<file path="src/nabp_settings.svh">
`ifndef NABP_SETTINGS_SVH
`define NABP_SETTINGS_SVH

// samples in one projection line
`define NABP_LINE_SIZE 16

// line address width, wide enough for NABP_LINE_SIZE entries
`define NABP_S_LENGTH 4

// host and filtered sample width
`define NABP_DATA_LENGTH 12

// ramp filter order, taps = order + 1
`define NABP_FIR_ORDER 4

`endif

</file>
<file path="src/nabp_pkg.sv">
`include "nabp_settings.svh"

package nabp_pkg;

    // address into a projection line
    typedef logic [`NABP_S_LENGTH-1:0] s_val_t;

    // raw host sample or filtered sample, two's complement
    typedef logic signed [`NABP_DATA_LENGTH-1:0] sample_t;

    // fill controller states
    typedef enum logic [1:0]
    {
        ready,
        delay,
        fill
    } fill_state_t;

    // small signed filter coefficient
    typedef logic signed [3:0] tap_t;

    // symmetric ramp kernel, index 0 multiplies the newest sample
    localparam tap_t fir_taps [0:`NABP_FIR_ORDER] =
        '{-4'sd1, 4'sd0, 4'sd2, 4'sd0, -4'sd1};

endpackage

</file>
<file path="src/filtered_line_buffer.sv">
module filtered_line_buffer
(
    input  logic              clk,
    input  logic              reset_n,
    input  logic              fill_kick,
    input  nabp_pkg::sample_t hs_val,
    input  nabp_pkg::s_val_t  pr0_s_val,
    input  nabp_pkg::s_val_t  pr1_s_val,
    output logic              fill_done,
    output nabp_pkg::s_val_t  hs_s_val,
    output nabp_pkg::sample_t pr0_val,
    output nabp_pkg::sample_t pr1_val
);

    import nabp_pkg::*;

    s_val_t  write_addr;
    s_val_t  pr0_addr;
    logic    write_enable;
    logic    fill_busy;
    logic    filter_clear;
    sample_t filtered_sample;

    // input side, host fetch and write sequencing
    filtered_ram_fill_control fill_control
    (
        .clk          (clk),
        .reset_n      (reset_n),
        .fill_kick    (fill_kick),
        .hs_s_val     (hs_s_val),
        .write_addr   (write_addr),
        .write_enable (write_enable),
        .fill_busy    (fill_busy),
        .filter_clear (filter_clear),
        .fill_done    (fill_done)
    );

    // processing, ramp filter on the host stream
    ramp_fir_filter fir
    (
        .clk        (clk),
        .reset_n    (reset_n),
        .clear      (filter_clear),
        .sample_in  (hs_val),
        .sample_out (filtered_sample)
    );

    // port 0 belongs to the fill while busy
    assign pr0_addr = fill_busy ? write_addr : pr0_s_val;

    // output side, line storage for the two processing units
    filtered_line_ram line_ram
    (
        .clk        (clk),
        .we_0       (write_enable),
        .addr_0     (pr0_addr),
        .data_in_0  (filtered_sample),
        .addr_1     (pr1_s_val),
        .data_out_0 (pr0_val),
        .data_out_1 (pr1_val)
    );

endmodule

</file>
<file path="src/filtered_line_ram.sv">
`include "nabp_settings.svh"

module filtered_line_ram
(
    input  logic              clk,
    input  logic              we_0,
    input  nabp_pkg::s_val_t  addr_0,
    input  nabp_pkg::sample_t data_in_0,
    input  nabp_pkg::s_val_t  addr_1,
    output nabp_pkg::sample_t data_out_0,
    output nabp_pkg::sample_t data_out_1
);

    import nabp_pkg::*;

    sample_t mem [0:`NABP_LINE_SIZE-1];

    // port 0, write with read of the old word
    always_ff @(posedge clk)
    begin
        if (we_0)
            mem[addr_0] <= data_in_0;
        data_out_0 <= mem[addr_0];
    end

    // port 1, read only
    always_ff @(posedge clk)
    begin
        data_out_1 <= mem[addr_1];
    end

endmodule

</file>
<file path="src/filtered_ram_fill_control.sv">
`include "nabp_settings.svh"

module filtered_ram_fill_control
(
    input  logic             clk,
    input  logic             reset_n,
    input  logic             fill_kick,
    output nabp_pkg::s_val_t hs_s_val,
    output nabp_pkg::s_val_t write_addr,
    output logic             write_enable,
    output logic             fill_busy,
    output logic             filter_clear,
    output logic             fill_done
);

    import nabp_pkg::*;

    // last address of a line
    localparam s_val_t line_last = s_val_t'(`NABP_LINE_SIZE - 1);

    // The read side must lead the write side by the host read cycle, the
    // filter output register and half the filter order. Leaving delay at this
    // read count puts read address 4 against write address 0 in the first
    // fill cycle.
    localparam s_val_t delay_end = s_val_t'(`NABP_FIR_ORDER / 2 + 1);

    fill_state_t state;
    fill_state_t next_state;
    s_val_t      read_itr;
    s_val_t      write_itr;
    logic        delay_done;

    always_ff @(posedge clk)
    begin
        if (reset_n)
            state <= ready;
        else
            state <= next_state;
    end

    assign delay_done = (read_itr == delay_end);

    always_comb
    begin
        next_state = state;
        case (state)
            ready:
                if (fill_kick)
                    next_state = delay;
            delay:
                if (delay_done)
                    next_state = fill;
            fill:
                if (write_itr == line_last)
                    next_state = ready;
            default:
                next_state = ready;
        endcase
    end

    // read and write iterators
    always_ff @(posedge clk)
    begin
        if (reset_n)
        begin
            read_itr  <= '0;
            write_itr <= '0;
        end
        else
        begin
            case (state)
                ready:
                begin
                    // address 0 goes out in the kick cycle itself
                    read_itr  <= fill_kick ? s_val_t'(1) : '0;
                    write_itr <= '0;
                end
                delay:
                    read_itr <= read_itr + s_val_t'(1);
                fill:
                    if (next_state == ready)
                    begin
                        // park on address 0 so a new kick starts clean
                        read_itr  <= '0;
                        write_itr <= '0;
                    end
                    else
                    begin
                        write_itr <= write_itr + s_val_t'(1);
                        // hold at the line end, last sample repeats
                        if (read_itr != line_last)
                            read_itr <= read_itr + s_val_t'(1);
                    end
                default:
                begin
                    read_itr  <= '0;
                    write_itr <= '0;
                end
            endcase
        end
    end

    assign hs_s_val     = read_itr;
    assign write_addr   = write_itr;
    assign write_enable = (state == fill);
    assign fill_busy    = (state != ready);
    assign filter_clear = (state == ready) && fill_kick;

    // mealy done, high during the last write
    assign fill_done = (state == fill) && (next_state == ready);

endmodule

</file>
<file path="src/ramp_fir_filter.sv">
`include "nabp_settings.svh"

module ramp_fir_filter
(
    input  logic              clk,
    input  logic              reset_n,
    input  logic              clear,
    input  nabp_pkg::sample_t sample_in,
    output nabp_pkg::sample_t sample_out
);

    import nabp_pkg::*;

    localparam int order = `NABP_FIR_ORDER;

    // product of sample and tap plus growth for order + 1 terms
    localparam int acc_width = `NABP_DATA_LENGTH + $bits(tap_t) + $clog2(order + 1);

    // history[0] is the previous sample, history[order-1] the oldest
    sample_t history [0:order-1];

    logic signed [acc_width-1:0] acc;

    // multiply-accumulate over the current sample and the history
    always_comb
    begin
        acc = fir_taps[0] * sample_in;
        for (int j = 1; j <= order; j++)
        begin
            acc = acc + fir_taps[j] * history[j-1];
        end
    end

    // sample shift register
    always_ff @(posedge clk)
    begin
        if (reset_n || clear)
        begin
            // samples ahead of a line start count as zero
            for (int i = 0; i < order; i++)
            begin
                history[i] <= '0;
            end
        end
        else
        begin
            history[0] <= sample_in;
            for (int i = 1; i < order; i++)
            begin
                history[i] <= history[i-1];
            end
        end
    end

    // output register, low bits of the sum
    always_ff @(posedge clk)
    begin
        if (reset_n || clear)
            sample_out <= '0;
        else
            sample_out <= sample_t'(acc[`NABP_DATA_LENGTH-1:0]);
    end

endmodule

</file>
<file path="config.mk">
export PLATFORM = sky130hd
export DESIGN_NAME = filtered_line_buffer
export DESIGN_NICKNAME = d
export VERILOG_FILES = /design/src/nabp_pkg.sv /design/src/filtered_line_buffer.sv /design/src/filtered_line_ram.sv /design/src/filtered_ram_fill_control.sv /design/src/ramp_fir_filter.sv
export VERILOG_INCLUDE_DIRS = /design/src
export SDC_FILE = /design/constraint.sdc
export NUM_CORES = 1
export LEC_CHECK = 0
export BUFFER_PORTS_ARGS = -buffer_cell sky130_fd_sc_hd__buf_4
export CAP_MARGIN = 10
export CORE_UTILIZATION = 30
export DETAILED_ROUTE_END_ITERATION = 7
export GPL_TIMING_DRIVEN = 1
export RECOVER_POWER = 50
export SLEW_MARGIN = 40
export SYNTH_ARGS = -nofsm -noshare
export SYNTH_HDL_FRONTEND = slang
export SYNTH_HIERARCHICAL = 1
export SYNTH_SLANG_ARGS = --single-unit
</file>
<file path="constraint.sdc">
create_clock -name clk -period 3.25 [get_ports clk]
set_input_delay 0.325 -clock clk [delete_from_list [all_inputs] [get_ports clk]]
set_output_delay 0.325 -clock clk [all_outputs]
set_load 0.005 [all_outputs]
</file>
After elaboration in Yosys (flattened, before gate mapping)

Memory sizes are Yosys's and may differ from the RTL's. A register that Yosys moved wholly into a read port is not among the register bits.
Index checks and enable logic that the tools add are counted.
W data, S select, Z words.

$add $sub $neg: 6
Equality and inequality tests: 6
Mux-type cells: 20
Bitwise gates (word level): 4
Reduce and logical (&&, ||, !) cells: 6

Operator list:

| cell                  | count |
|---|---|
| $mux W12              | 4 |
| $add A12 B12 Y12      | 2 |
| $neg A12 Y12          | 2 |
| $mux W4               | 4 |
| $pmux W4 S3           | 1 |
| $add A4 B1 Y4 const B | 2 |
| $pmux W4 S2           | 1 |
| $mux W1               | 6 |
| $mux W2               | 3 |
| $pmux W2 S3           | 1 |
| $eq A4 B2 Y1 const B  | 1 |
| $eq A4 B4 Y1 const B  | 1 |
| $logic_not A2 Y1      | 2 |
| $ne A4 B4 Y1 const B  | 1 |
| $or A1 B1 Y1          | 4 |
| $ne A3 B3 Y1 const B  | 1 |
| $eq A2 B1 Y1 const B  | 1 |
| $eq A2 B2 Y1 const B  | 1 |
| $logic_and A1 B1 Y1   | 2 |
| $reduce_bool A2 Y1    | 1 |
| $logic_or A1 B1 Y1    | 1 |

Register bits after elaboration: 22
Memory bits (writable): 240
Output and inout port bits: 29
Memories: 2

Memory list:

| name         | words | bits a word | rd ports | clocked after memory_dff | write ports | RTL line                | source |
|---|---|---|---|---|---|---|---|
| line_ram.mem | 16    | 12          | 2        | 2                        | 1           | filtered_line_ram.sv:16 | `` sample_t mem [0:`NABP_LINE_SIZE-1]; `` |
| fir.history  | 4     | 12          | 4        | 0                        | 4           | ramp_fir_filter.sv:20   | `sample_t history [0:order-1];` |

Depth between registers and ports, before layout

Word-level depth: 6
Gate-level depth with buffers: 9
Gate-level depth less buffers: 9

By module

Netlist, hierarchy kept.

By module, submodules not included:

| module                    | times used | cells each | area an instance (µm²) | seq. area each (µm²) |
|---|---|---|---|---|
| filtered_line_ram         | 1          | 445        | 9277.6                 | 6246.0 |
| ramp_fir_filter           | 1          | 228        | 2384.8                 | 1201.2 |
| filtered_ram_fill_control | 1          | 62         | 533.0                  | 200.2 |
| filtered_line_buffer      | 1          | 4          | 45.0                   | 0.0 |

Worst setup path after synthesis

Ideal clock, no wire load.

Path type: reg-to-reg
Start: register fill_control.state[1]
End: memory line_ram/mem[0][0] in the netlist's numbering (enable)
Setup time: 0.396 ns
Data arrival time: 2.326 ns
Path slack: 0.528 ns
Stages on the path, launching flop included: 5
Period minus slack after synthesis: 2.722 ns
Cells stage by stage: dfxtp_1 -> or2_2 -> mux2_2 -> or3b_1 -> nor3_1

RTL lines:

| what                     | RTL line                         | source |
|---|---|---|
| start: declaration       | filtered_ram_fill_control.sv:27  | `fill_state_t state;` |
| start signal: assignment | filtered_ram_fill_control.sv:36  | `state <= ready;` |
| start signal: assignment | filtered_ram_fill_control.sv:38  | `state <= next_state;` |
| $reduce_bool A2 Y1       | filtered_ram_fill_control.sv:106 | `assign fill_busy = (state != ready);` |
| net fill_busy            | filtered_line_buffer.sv:20       | `logic fill_busy;` |
| $mux W4                  | filtered_line_buffer.sv:49       | `assign pr0_addr = fill_busy ? write_addr : pr0_s_val;` |
| net pr0_addr[2]          | filtered_line_buffer.sv:18       | `s_val_t pr0_addr;` |
| end: declaration         | filtered_line_ram.sv:16          |  |

The timed path passes the listed nets, and every way through them passes these cells.

==> metrics.txt <==
status=finished with violations; failing checks=capacitance limit, slew limit; count of pins over their slew limit=21; DRC viols=0; Clock Path Buffers=3; Final Hold Vio Count=0; Distinct cells, synth=48; post-synthesis sequential area ratio=62.48%; CTS sink cnt=286; worst endpoint required time=3.69 ns; Synth Register Bits=286; Worst Path Class, Setup=input port to flop; Seq pwr share=49.7%; critical path, cell by cell=clkbuf_1 -> buf_12 -> clkbuf_1 -> mux4_1 -> a22oi_1 -> nand2_1; kind of end point of the critical path=flop; Synth warnings=6; post-cts resize count=0; largest net degree at the start of global routing=49; HPWL after detailed placement=18750 um; P_int=6.401 mW; Final min period=2.726 ns; cell area after synthesis=0.01224 sq mm; hold depth=3; Net Switching=1.879 mW; DR vias/cell=5.031; worst slack, placed=0.6213 ns; Initial DRC Count=419; Max-Cap Viols=1; first-pass GRT wire length=42630 um; Initial Utilization=30.60%; vias=6953; syn_area_per_cell=16.56 sq um; Hold WC Path Type=input port to flop; gr ovfl total=0; area grow syn2layout=18.39%; Max FO, Critical Path=21; routability congestion estimate from global placement=0.8197; clock slew at reported path FFs=0.06 ns; Max VDD drop=0.4198 mV; H-Tree Depth=1; leading cell type in the layout, fill and taps excluded=edfxtp_1; CP top delay family=buffers and inverters; Gate power share=8.1%; reg2reg setup slack=0.63 ns; Total Routing Usage GR=13.68%; Die H=204.0 um; unrepaired setup endpoints after global routing=no; Worst Tran Pin Value=1.847 ns; hold_sp=hs_val[0]; Final period util=83.88%; Sw Share=22.70%; final antenna diode count=0; DR WL/cell=20.55 um; CTS tree=built; port bufs=51; power share of the clock group=42.1%; worst path arrival time=3.16 ns; Cell Pwr Density=571.4 mW/mm^2; initial antenna violation count=0; Peak Freq=0.3668 GHz; Worst Hold Slack=0.02753 ns; Post-Synthesis Cells=739; Die Wd=204.0 um; number of global-route vias before repair=6944; most frequent cells in the layout=edfxtp_1 (192), dfxtp_1 (94), mux4_2 (78); worst r2r src=fill_control/state[1]; num rows=73; fraction of layout cells with a size suffix above 1=27.30%; Die ar.=0.04161 sq mm; DRT Pass-1 Iters=4; Detailed Route WL=28400 um; fillcell total=3763; Fin Clk Skew=0.02052 ns; relative max-transition margin=-23.12%; TNS Setup=0 ns; Setup-failing EPs final=0; FF-to-FF End=line_ram/data_out_0[10]; core area=0.04001 sq mm; I/O Pins=52; Antenna Violating Nets Remaining=0; Leakage=5.076 nW; Clock Tree Root=clkbuf_16; leading register cell type out of synthesis=edfxtp_1; Hold Path Sink=fir/history[0][0]; Post-synth EDFFs=192; post-CTS setup buffer count=0; path depth of the worst reg2reg path=6; startpoint class of the critical path=input port; Finished Core Util=36.22%; CP max stage cell=clkbuf_1; clk_lat worst skew=0.56 ns; PnR worst setup slack=0.5238 ns; cts hold-fix bufs=2; syn nets=788; slowest stage delay, CP=1.29 ns; most used cell, CP=clkbuf_1; total CTS buffers=31; Final Net Count=881; async set or reset register ratio after synthesis=0%; CP Buf/Inv Count=3
[cells in the mapped netlist, types with 2 or more instances]
library cell,count,share of area [%]
a211oi_1,4,0.25
a21o_1,4,0.25
a21oi_1,11,0.45
a22oi_1,50,3.1
a31oi_1,3,0.15
and2_1,41,2.1
and3_1,2,0.10
and4_1,2,0.14
buf_12,2,0.33
buf_2,9,0.37
buf_4,2,0.12
buf_6,6,0.55
clkbuf_1,20,0.61
dfxtp_1,94,15
edfxtp_1,192,47
fa_1,10,1.6
ha_1,16,1.6
inv_1,25,0.77
mux2_2,4,0.37
mux4_1,18,3.9
mux4_2,78,14
nand2_1,31,0.95
nand2b_1,2,0.10
nand3_1,11,0.45
nand3b_1,4,0.25
nand4_1,7,0.36
nor2_1,40,1.2
nor2b_1,6,0.31
nor3_1,5,0.20
nor3b_1,3,0.18
o21a_1,2,0.12
o21ai_0,5,0.20
o31ai_1,3,0.18
or2_2,2,0.10
or3_1,3,0.15
xnor2_1,6,0.43
xor2_1,5,0.36
[worst min-delay path: cells and delay by family]
family | cells | cell delay (ns)
buffers and inverters | 2 | 0.13
and+or+nand+nor | 1 | 0.09
[cell type report]
class / count / area (sq um) / area share [%]
Clock inverter: 22 / 224.0 / 1.546
Multi-Input combinational cell: 388 / 4292 / 29.61
Clock buffer: 36 / 794.5 / 5.483
Timing Repair Buffer: 100 / 783.3 / 5.405
Inverter: 25 / 93.84 / 0.6476
Sequential cell: 286 / 7647 / 52.77
Tap cell: 525 / 656.9 / 4.533
[worst max path at each step]
stage / cells after the start / endpoint / start / slack (ns)
final: 6 / line_ram/data_out_1[5] / pr1_s_val[0] / 0.52
after global routing: 6 / line_ram/data_out_1[2] / pr1_s_val[0] / 0.29
after CTS: 6 / line_ram/data_out_0[10] / fill_control/state[1] / 0.62
after detailed placement: 6 / line_ram/data_out_0[10] / fill_control/state[1] / 0.62
after global placement: 6 / line_ram/data_out_0[10] / fill_control/state[1] / 0.66
after floorplan: 4 / line_ram/mem[0][0] / fill_control/state[1] / 0.53
[cell families after synthesis]
| group | count (synthesis) | synth area share, % |
|---|---|---|
| xor+xnor | 11 | 0.7871 |
| fa+ha+maj | 26 | 3.271 |
| buf+inv | 65 | 2.780 |
| simple gates | 161 | 6.808 |
| flops | 286 | 62.48 |
| compound gates | 89 | 5.213 |
| mux | 101 | 18.66 |
[registers in the layout, indices dropped and copies added (netlist names)]
register and cells:
fir/sample_out 12, line_ram/data_out_1 12, fill_control/write_addr 4, fir/history 48, fill_control/hs_s_val 4, line_ram/mem 192, fill_control/state 2, line_ram/data_out_0 12
[through the flow]
| step | instances | instance area, sq um | power [mW] |
|---|---|---|---|
| after global placement | 1322 | 13470 | 4.876 |
| final | 1382 | 14490 | 8.280 |
| after CTS | 1382 | 14520 | 8.386 |
| after global routing | 1382 | 14490 | 8.575 |
| after detailed placement | 1322 | 13480 | 4.887 |
| after floorplan | 739 | 12240 | 4.602 |
[power by group through the flow]
stage | logic, mW | registers, mW | clock network, mW
6_report | 0.673 | 4.12 | 3.49
5_1_grt | 0.732 | 4.13 | 3.71
4_1_cts | 0.688 | 4.12 | 3.57
3_5_place_dp | 0.685 | 4.20 | 0
3_3_place_gp | 0.678 | 4.20 | 0
2_1_floorplan | 0.453 | 4.15 | 0
[routing by layer]
metal  vias to the layer above  part of all wire, %  GRT usage, %
met4                         0                  2.2         3.198
met2                       215                   48         22.45
met3                        51                  5.8         2.360
li1                       3110                    -             -
met5                         -                    0             0
met1                      3577                   44         18.86
No activity file was read; power rests on OpenSTA's default activity.
